===== src/verilog/routerPkg.sv =====
package routerPkg;

  localparam int numPorts = 5;
  localparam int lengthW = 12; // length field and timer count.
  localparam int dataW = 16;

  // input directions in rotation order
  typedef enum logic [2:0]
  {
    pL = 3'd0,
    pN = 3'd1,
    pE = 3'd2,
    pW = 3'd3,
    pS = 3'd4
  } portE;

  typedef enum logic [2:0]
  {
    kIdle = 3'd0,
    kHead = 3'd1, // carries a valid length.
    kBody = 3'd2,
    kTail = 3'd3
  } flitKindE;

  // bit 0 is idle, bit p+1 means port p owns the output
  typedef enum logic [5:0]
  {
    sIdle = 6'b000001,
    sOwnL = 6'b000010,
    sOwnN = 6'b000100,
    sOwnE = 6'b001000,
    sOwnW = 6'b010000,
    sOwnS = 6'b100000
  } arbStateE;

endpackage


===== src/verilog/flitPortIf.sv =====
`timescale 1ns/1ps

interface flitPortIf
  import routerPkg::*;
();

  logic req; // buffer not empty.
  flitKindE flitId;
  logic [lengthW-1:0] length;
  logic [dataW-1:0] data;
  logic grant; // also pops the head.

  modport buffer
  (
    output req,
    output flitId,
    output length,
    output data,
    input  grant
  );

  modport arb
  (
    input  req,
    input  flitId,
    input  length,
    output grant
  );

  modport xbar
  (
    input req,
    input flitId,
    input length,
    input data,
    input grant
  );

endinterface


===== src/verilog/flitBuffer.sv =====
`timescale 1ns/1ps

module flitBuffer
  import routerPkg::*;
#(
  parameter int bufDepth = 4
)
(
  input  logic clk,
  input  logic rst,
  input  logic push,
  input  flitKindE pushFlitId,
  input  logic [lengthW-1:0] pushLength,
  input  logic [dataW-1:0] pushData,
  output logic full,
  flitPortIf.buffer head
);

  localparam int ptrW = $clog2(bufDepth);

  flitKindE idMem [bufDepth];
  logic [lengthW-1:0] lengthMem [bufDepth];
  logic [dataW-1:0] dataMem [bufDepth];

  logic [ptrW-1:0] rdPtr;
  logic [ptrW-1:0] wrPtr;
  logic [ptrW:0] count;
  logic [ptrW:0] nextCount;
  logic notEmpty;
  logic doPush;
  logic doPop;

  assign notEmpty = (count != '0);
  assign doPush = push && !full; // push into a full buffer is lost.
  assign doPop = head.grant && notEmpty;
  assign nextCount = count + {{ptrW{1'b0}}, doPush} - {{ptrW{1'b0}}, doPop};

  always_ff @(posedge clk)
  begin
    if (doPush)
    begin
      idMem[wrPtr] <= pushFlitId;
      lengthMem[wrPtr] <= pushLength;
      dataMem[wrPtr] <= pushData;
    end
  end

  always_ff @(posedge clk)
  begin
    if (rst)
    begin
      rdPtr <= '0;
      wrPtr <= '0;
      count <= '0;
      full <= 1'b0;
    end
    else
    begin
      if (doPush)
        wrPtr <= wrPtr + 1'b1; // wraps, depth is a power of two.
      if (doPop)
        rdPtr <= rdPtr + 1'b1;
      count <= nextCount;
      full <= (nextCount == bufDepth);
    end
  end

  // empty buffer shows an idle flit so no stale header reaches the timer
  assign head.req = notEmpty;
  assign head.flitId = notEmpty ? idMem[rdPtr] : kIdle;
  assign head.length = lengthMem[rdPtr];
  assign head.data = dataMem[rdPtr];

endmodule


===== src/verilog/grantTimer.sv =====
`timescale 1ns/1ps

module grantTimer
  import routerPkg::*;
(
  input  logic clk,
  input  logic rst,
  input  flitKindE flitId,
  input  logic [lengthW-1:0] length,
  input  logic hold,
  output logic timesup
);

  logic [lengthW-1:0] limit;
  logic [lengthW-1:0] count;

  always_ff @(posedge clk)
  begin
    if (rst)
    begin
      limit <= '0;
      count <= '0;
    end
    else
    begin
      if (flitId == kHead)
        limit <= length; // new packet sets the budget.
      if (hold)
        count <= count + 1'b1;
      else
        count <= '0;
    end
  end

  assign timesup = (count == limit);

endmodule


===== src/verilog/switchArbiter.sv =====
`timescale 1ns/1ps

module switchArbiter
  import routerPkg::*;
(
  input  logic clk,
  input  logic rst,
  flitPortIf.arb pL,
  flitPortIf.arb pN,
  flitPortIf.arb pE,
  flitPortIf.arb pW,
  flitPortIf.arb pS
);

  arbStateE state;
  arbStateE nextState;
  portE owner;
  logic owns;
  logic stay;
  logic othersReq;
  logic [numPorts-1:0] reqV;
  logic [numPorts-1:0] timesupV;
  logic [numPorts-1:0] holdV;
  logic [numPorts:0] nextOneHot;

  assign reqV = {pS.req, pW.req, pE.req, pN.req, pL.req};

  grantTimer timerL (.clk(clk), .rst(rst), .flitId(pL.flitId), .length(pL.length),
                     .hold(holdV[0]), .timesup(timesupV[0]));
  grantTimer timerN (.clk(clk), .rst(rst), .flitId(pN.flitId), .length(pN.length),
                     .hold(holdV[1]), .timesup(timesupV[1]));
  grantTimer timerE (.clk(clk), .rst(rst), .flitId(pE.flitId), .length(pE.length),
                     .hold(holdV[2]), .timesup(timesupV[2]));
  grantTimer timerW (.clk(clk), .rst(rst), .flitId(pW.flitId), .length(pW.length),
                     .hold(holdV[3]), .timesup(timesupV[3]));
  grantTimer timerS (.clk(clk), .rst(rst), .flitId(pS.flitId), .length(pS.length),
                     .hold(holdV[4]), .timesup(timesupV[4]));

  always_ff @(posedge clk)
  begin
    if (rst)
      state <= sIdle;
    else
      state <= nextState;
  end

  always_comb
  begin
    owns = 1'b1;
    case (state)
      sOwnL: owner = routerPkg::pL;
      sOwnN: owner = routerPkg::pN;
      sOwnE: owner = routerPkg::pE;
      sOwnW: owner = routerPkg::pW;
      sOwnS: owner = routerPkg::pS;
      default:
      begin
        owner = routerPkg::pS; // so the idle search begins at L.
        owns = 1'b0;
      end
    endcase
  end

  assign othersReq = |(reqV & ~state[numPorts:1]);

  always_comb
  begin
    int idx;
    logic found;
    holdV = '0;
    // an expired owner keeps the output only while nobody else asks
    stay = owns && reqV[owner] && (!timesupV[owner] || !othersReq);
    if (owns && reqV[owner] && !timesupV[owner])
      holdV[owner] = 1'b1;
    nextOneHot = '0;
    nextOneHot[0] = 1'b1;
    found = 1'b0;
    for (int k = 1; k <= numPorts; k++)
    begin
      idx = (int'(owner) + k) % numPorts; // owner itself comes last.
      if (!found && reqV[idx])
      begin
        found = 1'b1;
        nextOneHot = '0;
        nextOneHot[idx + 1] = 1'b1;
      end
    end
    if (stay)
      nextState = state;
    else
      nextState = arbStateE'(nextOneHot);
  end

  assign pL.grant = state[1];
  assign pN.grant = state[2];
  assign pE.grant = state[3];
  assign pW.grant = state[4];
  assign pS.grant = state[5];

endmodule


===== src/verilog/outputCrossbar.sv =====
`timescale 1ns/1ps

module outputCrossbar
  import routerPkg::*;
(
  input  logic clk,
  input  logic rst,
  flitPortIf.xbar pL,
  flitPortIf.xbar pN,
  flitPortIf.xbar pE,
  flitPortIf.xbar pW,
  flitPortIf.xbar pS,
  output logic outValid,
  output flitKindE outFlitId,
  output logic [lengthW-1:0] outLength,
  output logic [dataW-1:0] outData
);

  logic selValid;
  flitKindE selId;
  logic [lengthW-1:0] selLength;
  logic [dataW-1:0] selData;

  always_comb
  begin
    selValid = 1'b0;
    selId = kIdle;
    selLength = '0;
    selData = '0;
    case (1'b1) // grants are one-hot.
      pL.grant:
      begin
        selValid = pL.req;
        selId = pL.flitId;
        selLength = pL.length;
        selData = pL.data;
      end
      pN.grant:
      begin
        selValid = pN.req;
        selId = pN.flitId;
        selLength = pN.length;
        selData = pN.data;
      end
      pE.grant:
      begin
        selValid = pE.req;
        selId = pE.flitId;
        selLength = pE.length;
        selData = pE.data;
      end
      pW.grant:
      begin
        selValid = pW.req;
        selId = pW.flitId;
        selLength = pW.length;
        selData = pW.data;
      end
      pS.grant:
      begin
        selValid = pS.req;
        selId = pS.flitId;
        selLength = pS.length;
        selData = pS.data;
      end
      default: selValid = 1'b0;
    endcase
  end

  always_ff @(posedge clk)
  begin
    if (rst)
      outValid <= 1'b0;
    else
      outValid <= selValid;
  end

  always_ff @(posedge clk)
  begin
    if (selValid)
    begin
      outFlitId <= selId;
      outLength <= selLength;
      outData <= selData;
    end
  end

endmodule


===== src/verilog/routerOutputStage.sv =====
`timescale 1ns/1ps

module routerOutputStage
  import routerPkg::*;
#(
  parameter int bufDepth = 4
)
(
  input  logic clk,
  input  logic rst,
  input  logic LPush,
  input  flitKindE LFlitId,
  input  logic [lengthW-1:0] LLength,
  input  logic [dataW-1:0] LData,
  output logic LFull,
  input  logic NPush,
  input  flitKindE NFlitId,
  input  logic [lengthW-1:0] NLength,
  input  logic [dataW-1:0] NData,
  output logic NFull,
  input  logic EPush,
  input  flitKindE EFlitId,
  input  logic [lengthW-1:0] ELength,
  input  logic [dataW-1:0] EData,
  output logic EFull,
  input  logic WPush,
  input  flitKindE WFlitId,
  input  logic [lengthW-1:0] WLength,
  input  logic [dataW-1:0] WData,
  output logic WFull,
  input  logic SPush,
  input  flitKindE SFlitId,
  input  logic [lengthW-1:0] SLength,
  input  logic [dataW-1:0] SData,
  output logic SFull,
  output logic [numPorts-1:0] grant,
  output logic outValid,
  output flitKindE outFlitId,
  output logic [lengthW-1:0] outLength,
  output logic [dataW-1:0] outData
);

  flitPortIf lIf ();
  flitPortIf nIf ();
  flitPortIf eIf ();
  flitPortIf wIf ();
  flitPortIf sIf ();

  flitBuffer #(.bufDepth(bufDepth)) bufL
    (.clk(clk), .rst(rst), .push(LPush), .pushFlitId(LFlitId), .pushLength(LLength),
     .pushData(LData), .full(LFull), .head(lIf));
  flitBuffer #(.bufDepth(bufDepth)) bufN
    (.clk(clk), .rst(rst), .push(NPush), .pushFlitId(NFlitId), .pushLength(NLength),
     .pushData(NData), .full(NFull), .head(nIf));
  flitBuffer #(.bufDepth(bufDepth)) bufE
    (.clk(clk), .rst(rst), .push(EPush), .pushFlitId(EFlitId), .pushLength(ELength),
     .pushData(EData), .full(EFull), .head(eIf));
  flitBuffer #(.bufDepth(bufDepth)) bufW
    (.clk(clk), .rst(rst), .push(WPush), .pushFlitId(WFlitId), .pushLength(WLength),
     .pushData(WData), .full(WFull), .head(wIf));
  flitBuffer #(.bufDepth(bufDepth)) bufS
    (.clk(clk), .rst(rst), .push(SPush), .pushFlitId(SFlitId), .pushLength(SLength),
     .pushData(SData), .full(SFull), .head(sIf));

  switchArbiter arbiter
    (.clk(clk), .rst(rst), .pL(lIf), .pN(nIf), .pE(eIf), .pW(wIf), .pS(sIf));

  outputCrossbar xbar
    (.clk(clk), .rst(rst), .pL(lIf), .pN(nIf), .pE(eIf), .pW(wIf), .pS(sIf),
     .outValid(outValid), .outFlitId(outFlitId), .outLength(outLength),
     .outData(outData));

  assign grant = {sIf.grant, wIf.grant, eIf.grant, nIf.grant, lIf.grant}; // bit 0 is L.

endmodule


===== config.mk =====
export PLATFORM = sky130hd
export DESIGN_NAME = routerOutputStage
export DESIGN_NICKNAME = d
export VERILOG_FILES = /design/src/verilog/routerPkg.sv /design/src/verilog/flitPortIf.sv /design/src/verilog/flitBuffer.sv /design/src/verilog/grantTimer.sv /design/src/verilog/switchArbiter.sv /design/src/verilog/outputCrossbar.sv /design/src/verilog/routerOutputStage.sv
export SDC_FILE = /design/constraint.sdc
export NUM_CORES = 1
export LEC_CHECK = 0
export BUFFER_PORTS_ARGS = -buffer_cell sky130_fd_sc_hd__clkbuf_2
export CAP_MARGIN = 10
export CORE_UTILIZATION = 55
export DETAILED_ROUTE_END_ITERATION = 7
export PLACE_DENSITY = 0.77
export SYNTH_ARGS = -nofsm -noshare
export SYNTH_HDL_FRONTEND = slang
export SYNTH_SLANG_ARGS = --single-unit

===== constraint.sdc =====
create_clock -name clk -period 4.2 [get_ports clk]
set_input_delay 0.63 -clock clk [delete_from_list [all_inputs] [get_ports clk]]
set_output_delay 0.63 -clock clk [all_outputs]
set_load 0.1 [all_outputs]

Word level (Yosys, flattened, before mapping)
Memories as Yosys holds them, arrays and structs flattened. A register that Yosys moved wholly into a read port is not among the register bits.
Index checks and enable logic that the tools add are counted.
{"block": "classes", "bitwise": 7, "mux": 108, "n_reduce_logical": 47, "n_lt_le_gt_ge": 17, "div": 5, "addsub": 35, "eq_ne": 20}
{"op": "$lt 32x5->1 const B", "count": 10}
{"op": "$add 32x2->32 const B", "count": 5}
{"op": "$ge 32x1->1 const B", "count": 5}
{"op": "$mod 32x4->32 const B", "count": 5}
{"op": "$mux 16", "count": 5}
{"op": "$add 12x1->12 const B", "count": 5}
{"op": "$eq 12x12->1", "count": 5}
{"op": "$mux 12", "count": 5}
{"op": "$mux 2", "count": 30}
{"op": "$mux 1", "count": 38}
{"op": "$mux 3", "count": 10}
{"op": "$mux 6", "count": 5}
{"op": "$logic_and 1x1->1", "count": 23}
{"op": "$bmux 1 s3", "count": 7}
{"op": "$add 2x1->2 const B", "count": 10}
{"op": "$demux 1 s3", "count": 6}
{"op": "$add 3x1->3", "count": 5}
{"op": "$eq 3x1->1 const B", "count": 5}
{"op": "$eq 3x3->1 const B", "count": 5}
{"op": "$reduce_bool 3->1", "count": 5}
{"op": "$sub 3x1->3", "count": 5}
{"op": "$pmux 3 s4", "count": 1}
{"op": "$logic_not 1->1", "count": 11}
{"op": "$reduce_or 2->1", "count": 5}
{"op": "16 further kinds", "count": 23}
{"block": "totals", "ram_bits": 620, "n_memories": 15, "ff_bits": 198, "output_inout_bits": 42, "word_cells": 289}
{"name": "bufE.dataMem", "depth": 4, "word_bits": 16, "read_ports": 1, "rd_clocked_by_memory_dff": 1, "wr": 1, "line": "flitBuffer.sv:23", "text": "logic [dataW-1:0] dataMem [bufDepth];"}
{"name": "bufL.dataMem", "depth": 4, "word_bits": 16, "read_ports": 1, "rd_clocked_by_memory_dff": 1, "wr": 1, "line": "flitBuffer.sv:23"}
{"name": "bufN.dataMem", "depth": 4, "word_bits": 16, "read_ports": 1, "rd_clocked_by_memory_dff": 1, "wr": 1, "line": "flitBuffer.sv:23"}
{"name": "bufS.dataMem", "depth": 4, "word_bits": 16, "read_ports": 1, "rd_clocked_by_memory_dff": 1, "wr": 1, "line": "flitBuffer.sv:23"}
{"name": "bufW.dataMem", "depth": 4, "word_bits": 16, "read_ports": 1, "rd_clocked_by_memory_dff": 1, "wr": 1, "line": "flitBuffer.sv:23"}
{"name": "bufE.lengthMem", "depth": 4, "word_bits": 12, "read_ports": 1, "rd_clocked_by_memory_dff": 1, "wr": 1, "line": "flitBuffer.sv:22", "text": "logic [lengthW-1:0] lengthMem [bufDepth];"}
{"name": "+9 memories"}

Depth between registers and ports, before layout
Gate-level depths: netlist of run 1.
{"block": "logic_depth", "ltp_word": 20, "ltp_mapped": 13}

Cells and area by module
A second synthesis of run 1 with hierarchy kept.
{"block": "unflattened", "hier_cells": 2071, "area_unflattened_um2": 33821.2}
{"mod": "flitBuffer", "area_per_inst_um2": 4958.5, "seq_area_each_um2": 3923.8, "n_inst": 5, "cells_per_inst": 215}
{"mod": "grantTimer", "area_per_inst_um2": 1073.5, "seq_area_each_um2": 480.5, "n_inst": 5, "cells_per_inst": 113}
{"mod": "outputCrossbar", "area_per_inst_um2": 2139.6, "seq_area_each_um2": 950.9, "n_inst": 1, "cells_per_inst": 227}
{"mod": "switchArbiter", "area_per_inst_um2": 1483.9, "seq_area_each_um2": 120.1, "n_inst": 1, "cells_per_inst": 199}
{"mod": "routerOutputStage", "area_per_inst_um2": 37.5, "seq_area_each_um2": 0.0, "n_inst": 1, "cells_per_inst": 5}

Worst setup path before layout of run 1
OpenSTA, ideal clock, no wires.
{"block": "synth_path", "path_kind": "register to register", "start": "register arbiter.state[2]", "end": "register xbar.outData[0] (enable)", "n_path_buf": 4, "path_stages_with_launch": 8, "setup_time_ns": 0.434, "path_slack_ns": 0.721, "arrival_time_ns": 3.045, "t_required_ns": 3.766, "path_cell_list": "dfxtp_1 > buf_2 > clkbuf_1 > clkbuf_1 > nor2b_1 > clkbuf_1 > nor2_1 > a22oi_1"}
{"block": "synth_via", "elab_chain_len": 2}
{"item": "start, declared", "line": "switchArbiter.sv:15", "text": "arbStateE state;"}
{"item": "start signal, assigned", "line": "switchArbiter.sv:42", "text": "state <= sIdle;"}
{"item": "start signal, assigned", "line": "switchArbiter.sv:44", "text": "state <= nextState;"}
{"item": "$mux 1 (2 in a row)", "line": "outputCrossbar.sv:30", "text": "case (1'b1)"}
{"item": "via xbar.selValid", "line": "outputCrossbar.sv:19", "text": "logic selValid;"}
{"item": "end signal, assigned", "line": "outputCrossbar.sv:84", "text": "outData <= selData;"}
{"item": "end, declared", "line": "outputCrossbar.sv:16", "text": "output logic [dataW-1:0] outData"}
The timed path passes the listed nets, and every way through them passes these cells.
A chain may end at the register's enable or synchronous reset.

Worst setup path after layout of run 1
{"block": "layout_path", "start": "register arbiter.state[1]", "end": "register arbiter.state[2]"}
{"block": "layout_via", "elab_chain_len": 20, "elab_cells_between_ends": 92}
{"item": "branches (longest 20 deep; another with $mod 32x4->32)"}
Parallel ways; which one is timed is not known. The select of a mux whose other input is x is not followed.

==> results of run 1 <==
==> placed cells by master (no fill, tap or decap), types with 61 or more instances in the layout <==
cell type  instances
edfxtp_1         651
nor2_1           238
clkbuf_2         202
dfxtp_1          168
mux4_2           155
xor2_1            89
clkbuf_16         85
a21oi_1           77
nand2_1           68
mux2i_1           61
==> per-stage QoR <==
step                      worst slack (ps)  hold WS (ps)  power (W)
final                                  538           205     0.0251
after global placement                 646           476     0.0176
after global routing                   455           202     0.0260
after detailed placement               677           490     0.0177
after CTS                              644           186     0.0252
after floorplan                        721           451     0.0157
==> area by class of cell <==
type	count	area [um2]
sequential	828	23100
fill	4025	21400
multi-input combinational	1081	9400
clock buffer	101	2230
timing repair buffer	257	1420
tap	773	967
clock inverter	52	513
inverter	39	146
antenna	7	17.5
==> report_power, final <==
part | total, W | internal (W) | switching [W]
Clock | 0.00745 | 0.00434 | 0.00311
Sequential | 0.0107 | 0.0102 | 0.000535
Combinational | 0.00691 | 0.00215 | 0.00476
==> routing by layer <==
metal | track usage [%] | wire length, um | part of all wire (%)
met1 | 32.4 | 29500 | 39
met2 | 42.2 | 39000 | 51
met3 | 4.35 | 4780 | 6.3
met4 | 10.3 | 2390 | 3.2
met5 | 0 | 92 | 0.12
==> registers in the layout (all words and copies together), names as in the netlist, 16 cells and up, named ones only <==
signal          count
bufN.dataMem       64
bufE.dataMem       64
bufS.dataMem       64
bufL.dataMem       64
bufE.lengthMem     48
bufL.lengthMem     48
bufS.lengthMem     48
xbar.outData       16
bufN.lengthMem     48
bufW.lengthMem     48
bufW.dataMem       64
==> how the worst max path moves through the flow <==
stage | endpoint | startpoint | slack (ps)
floorplan | xbar.outData[0] | arbiter.state[2] | 720
global placement | arbiter.state[2] | arbiter.state[1] | 650
detailed placement | arbiter.state[5] | arbiter.state[1] | 680
CTS | arbiter.state[2] | arbiter.state[1] | 640
global route | arbiter.state[2] | arbiter.state[1] | 450
finish | arbiter.state[2] | arbiter.state[1] | 540
==> cells by family (layout without fill, tap and decap cells) <==
family,Yosys count,count (layout),share of synthesized area (%)
buffers and inverters,148,449,1.77
other,0,7,0
flip-flops,828,828,69.9
AO/OA/AOI/OAI,194,194,3.57
XOR/XNOR,142,142,3.76
multiplexers,217,217,12.4
adder cells (fa/ha/maj),45,45,1.82
AND/OR/NAND/NOR,483,483,6.78
==> results.md, run 1 <==
* Synth Area per Inst at 16.1 um2
* Most common cell in the netlist: edfxtp_1
* Setup TNS at 0 ps
* Placed cell areas at 35000 um2
* Per-cell routed wire length at 24.2 um
* Vias in the first global route at 18.9k
* Gpl congestion at 0.883
* Class of the worst hold path: in -> reg
* Util after Layout at 63.8%
* Post-route minimum period at 3660 ps
* Top cells by area, synth: edfxtp_1 (59%), dfxtp_1 (11%), mux4_2 (11%)
* RSZ-0062 raised after global routing: false
* Min-Delay Startpoint: NData[1]
* Routed Antenna Nets at 0
* Dpl cells at 2978
* Clock tree sinks at 828
* F_max at 0.273 GHz
* Area leader, netlist: edfxtp_1
* Top delay family on crit path: simple AND/OR/NAND/NOR gates
* Critical path arrival at 4180 ps
* Total setup buffers inserted after CTS at 0
* Total GRT Usage at 25.1%
* Worst Hold End: bufN.dataMem[3][1]
* First-pass GRT wire length at 113000 um
* Clock Tree Buf Depth at 3
* Num rows at 89
* Port buffer count at 203
* Reg2reg end: arbiter.state[2]
* Num ports at 204
* Worst Setup End Kind: flip-flop
* Inserted Clock Buffers at 83
* Yosys reg bits at 828
* Yosys top cell area share at 59.1%
* Clock-pin slew on the worst setup and hold paths at 70 ps
* Ys async rst share at 0%
* Worst-Skew Late Latency at 640 ps
* Max_cap viols at 0
* Largest net degree at the start of global routing at 66
* CP max FO at 14
* Tcrit/Tclk final at 87.2%
* Seq/Total Area, Yosys at 69.9%
* CTS tree: built
* Worst reg2reg startpoint: arbiter.state[1]
* Slew Limit Headroom at 38.0%
* Via count at 18.5k
* DR pass1 iterations at 7
* Hold Buf Count CTS at 0
* Final Hold Viols at 0
* Initial Util at 55.8%
* Clk_skew at 31.0 ps
* Slew @ Worst Pin at 928 ps
* Reg2reg setup slack at 540 ps
* Syn Nets at 2264
* Crit-path max cell delay at 550 ps
* Die Span Y at 247 um
* Post-CTS Resized at 0
* Hold depth at 1
* Layout Cells excl Fill at 3138
* Fin. max-slew vios at 0
* Initial DRC count at 1618
* GRT overflow at 0
* Reg2Reg Depth at 11
* Slowest-stage cell, CP: or4_4
* Post-Synthesis Cells at 2057
* Area Overhead vs Synth at 14.3%
* Layout cells sized above 1 at 23.6%
* Routed wire length at 75800 um
* DPL Wire Length at 49500 um
* DR vias/cell at 5.90
* EDFF count, synth at 651
* Bufs and invs on worst path at 0
* Critical Path, Cell by Cell: or4_4, nor2_1, ha_1, o32ai_1, nor4_1, or3_4, nor2b_2, and4_1, and2_1, nand4_1, a21oi_1
* Peak VDD IR at 0.000410 V
* Die W at 247 um
* Cell Area, Synth at 33100 um2
* Startpoint Class: flip-flop
* Crit Path Class: reg -> reg
* Initial antenna violation count at 13
* Root Driver: clkbuf_16
* NumNets Final at 2497
* Critical path required time at 4720 ps
* Violated checks: DRC
* Synth warn at 0
* Fin area at 37800 um2
* Final-report setup violation count at 0
* Power per cell area at 664 nW/um2
* Leakage power at 13.4 nW
* Most common library cells after synthesis: edfxtp_1 (651), nor2_1 (238), dfxtp_1 (177), mux4_2 (155), xor2_1 (89)
* CTS H-Tree Depth at 3
* Core Area at 59200 um2
* Die footprint at 61100 um2
* Top FF cell, synth: edfxtp_1
* Status: complete, but fails checks
* Distinct cells, synth at 66
* Residual DRC count at 12
* Levels on crit path at 11
Power figures use the tool's default switching activity.
==> inputs of run 2 (changes only) <==
--- a/config.mk
+++ b/config.mk
@@ -8,6 +8,7 @@
 export BUFFER_PORTS_ARGS = -buffer_cell sky130_fd_sc_hd__clkbuf_2
 export CAP_MARGIN = 10
 export CORE_UTILIZATION = 55
+export CTS_BUF_LIST = sky130_fd_sc_hd__clkbuf_4 sky130_fd_sc_hd__clkbuf_8 sky130_fd_sc_hd__clkbuf_16
 export DETAILED_ROUTE_END_ITERATION = 7
 export PLACE_DENSITY = 0.77
 export SYNTH_ARGS = -nofsm -noshare
==> results.md, run 2 (synthesis gave the netlist of run 1 again) <==
* Routed wire length at 75600 um (-0.23%)
* NumNets Final at 2497 (unchanged)
* Largest net degree at the start of global routing at 66 (unchanged)
* Placed cell areas at 35000 um2 (unchanged)
* Hold Buf Count CTS at 0 (unchanged)
* CP endpoint: arbiter.state[2]
* Residual DRC count at 12 (unchanged)
* Final-report setup violation count at 0 (unchanged)
* Via count at 18.5k (-0.032%)
* Reg2reg setup slack at 540 ps (about the same)
* Global Route met3 Usage at 4.30% (-0.054 points)
* Max_cap viols at 0 (unchanged)
* Status: complete, but fails checks
* Initial Util at 55.8% (unchanged)
* Leakage power at 13.4 nW (+0.31%)
* Root Driver: clkbuf_16
* Slew Limit Headroom at 38.8% (+0.80 points)
* Violated checks: DRC
* F_max at 0.273 GHz (+0.10%)
* Area occupied by multi-input gates at 9400 um2 (unchanged)
* Clock tree sinks at 828 (unchanged)
* CTS H-Tree Depth at 3 (unchanged)
* Slew @ Worst Pin at 916 ps (-12.0 ps)
* Levels on crit path at 11 (unchanged)
* Setup TNS at 0 ps (unchanged)
* RSZ-0062 raised after global routing: false
* DPL Wire Length at 49500 um (unchanged)
* Core Area at 59200 um2 (unchanged)
* Bufs and invs on worst path at 0 (unchanged)
* Util after Layout at 63.9% (+0.072 points)
* Final Hold Viols at 0 (unchanged)
* DR pass1 iterations at 7 (unchanged)
* Per-cell routed wire length at 24.1 um (-0.20%)
* Clock Tree Buf Depth at 3 (unchanged)
* Commonest cells after routing, fill and taps aside: edfxtp_1 (651), nor2_1 (238), clkbuf_2 (202), dfxtp_1 (168), mux4_2 (155)
* GRT overflow at 0 (unchanged)
* Top delay family on crit path: simple AND/OR/NAND/NOR gates
* Critical path arrival at 4180 ps (about the same)
* Critical path required time at 4720 ps (about the same)
* Crit Path Class: reg -> reg
* Fin. max-slew vios at 0 (unchanged)
* Num rows at 89 (unchanged)
* Power per cell area at 665 nW/um2 (+0.16%)
* CTS tree: built
* Startpoint Class: flip-flop
* Peak VDD IR at 0.000412 V (+0.33%)
* Total setup buffers inserted after CTS at 0 (unchanged)
* Storage cell area at 23100 um2 (unchanged)
* Die Span Y at 247 um (unchanged)
* Gr busiest metal: met2
* Tcrit/Tclk final at 87.1% (-0.088 points)
* Port buffer count at 203 (unchanged)
* Fin area at 37800 um2 (+0.11%)
* Post-route minimum period at 3660 ps (-3.71 ps)
* Min Hold Slack at 209 ps (+3.48 ps)
* Num ports at 204 (unchanged)
* Area Overhead vs Synth at 14.5%
* Clock-pin slew on the worst setup and hold paths at 70 ps (about the same)
* Total GRT Usage at 25.1% (about the same)
* Die footprint at 61100 um2 (unchanged)
* Post-CTS Resized at 0 (unchanged)
* Worst-Skew Late Latency at 640 ps (about the same)
* Initial antenna violation count at 13 (unchanged)
* Critical Path, Cell by Cell: or4_4, nor2_1, ha_1, o32ai_1, nor4_1, or3_4, nor2b_2, and4_1, and2_1, nand4_1, a21oi_1
* Routed Antenna Nets at 0 (unchanged)
* Most common cell after layout, fill and taps aside: edfxtp_1
* Gpl congestion at 0.883 (unchanged)
* Met2 usage at 42.0% (-0.14 points)
* Clk_skew at 24.5 ps (-6.48 ps)
* Reg2reg end: arbiter.state[2]
* Slowest-stage cell, CP: or4_4
* CP max FO at 14 (unchanged)
* Worst Setup End Kind: flip-flop
* Critical Path Source: arbiter.state[1]
* DR vias/cell at 5.90 (about the same)
* Initial DRC count at 1686 (+4.2%)
* Die W at 247 um (unchanged)
* First-pass GRT wire length at 114000 um (+0.15%)
* Vias in the first global route at 18.9k (+0.25%)
* Class of the worst hold path: in -> reg
* Layout cells sized above 1 at 24.1% (+0.51 points)
* Worst reg2reg startpoint: arbiter.state[1]
* M1 GR Usage at 32.6% (+0.24 points)
* Reg2Reg Depth at 11 (unchanged)
* Inserted Clock Buffers at 83 (unchanged)
* Hold depth at 1 (unchanged)
* Fillers at 4023 (-0.050%)
* Crit-path max cell delay at 550 ps (about the same)
==> run 2: report_power, final <==
group | internal, W | switching (W)
sequential | 0.0102 | 0.000530
clock | 0.00442 | 0.00311
combinational | 0.00215 | 0.00475
total | 0.0168 | 0.00840
==> run 2: worst min-delay path by stage <==
stage,startpoint,end,slack [ps]
floorplan,arbiter.timerW.count[0],arbiter.timerW.count[0],450
global placement,arbiter.timerS.count[0],arbiter.timerS.count[0],480
detailed placement,arbiter.timerS.count[0],arbiter.timerS.count[0],490
CTS,WLength[1],bufW.lengthMem[1][1],180
global route,WLength[9],bufW.lengthMem[2][9],200
finish,WLength[1],bufW.lengthMem[1][1],210
==> run 2: layout make-up <==
type                            count  share of cell area (%)
Timing Repair Buffer              257                    3.76
Inverter                           39                   0.387
Tap cell                          773                    2.56
Multi-Input combinational cell   1081                    24.8
Clock inverter                     52                    1.36
Antenna cell                        6                  0.0397
Sequential cell                   828                    61.1
Clock buffer                      101                    6.01
==> run 2: routing by layer <==
layer  vias to the layer above  share of wire [%]
li1                       8295                  -
met1                      9362                 39
met2                       675                 51
met3                       154                6.2
met4                        16                3.4
met5                         -               0.13
==> run 2: metrics by stage <==
| step | power (W) | setup WS (ps) | std cells |
|---|---|---|---|
| final | 0.0252 | 542 | 3137 |
| after detailed placement | 0.0177 | 677 | 2978 |
| after CTS | 0.0253 | 644 | 3131 |
| after global routing | 0.0261 | 455 | 3136 |
| after global placement | 0.0176 | 646 | 2978 |
| after floorplan | 0.0157 | 721 | 2057 |
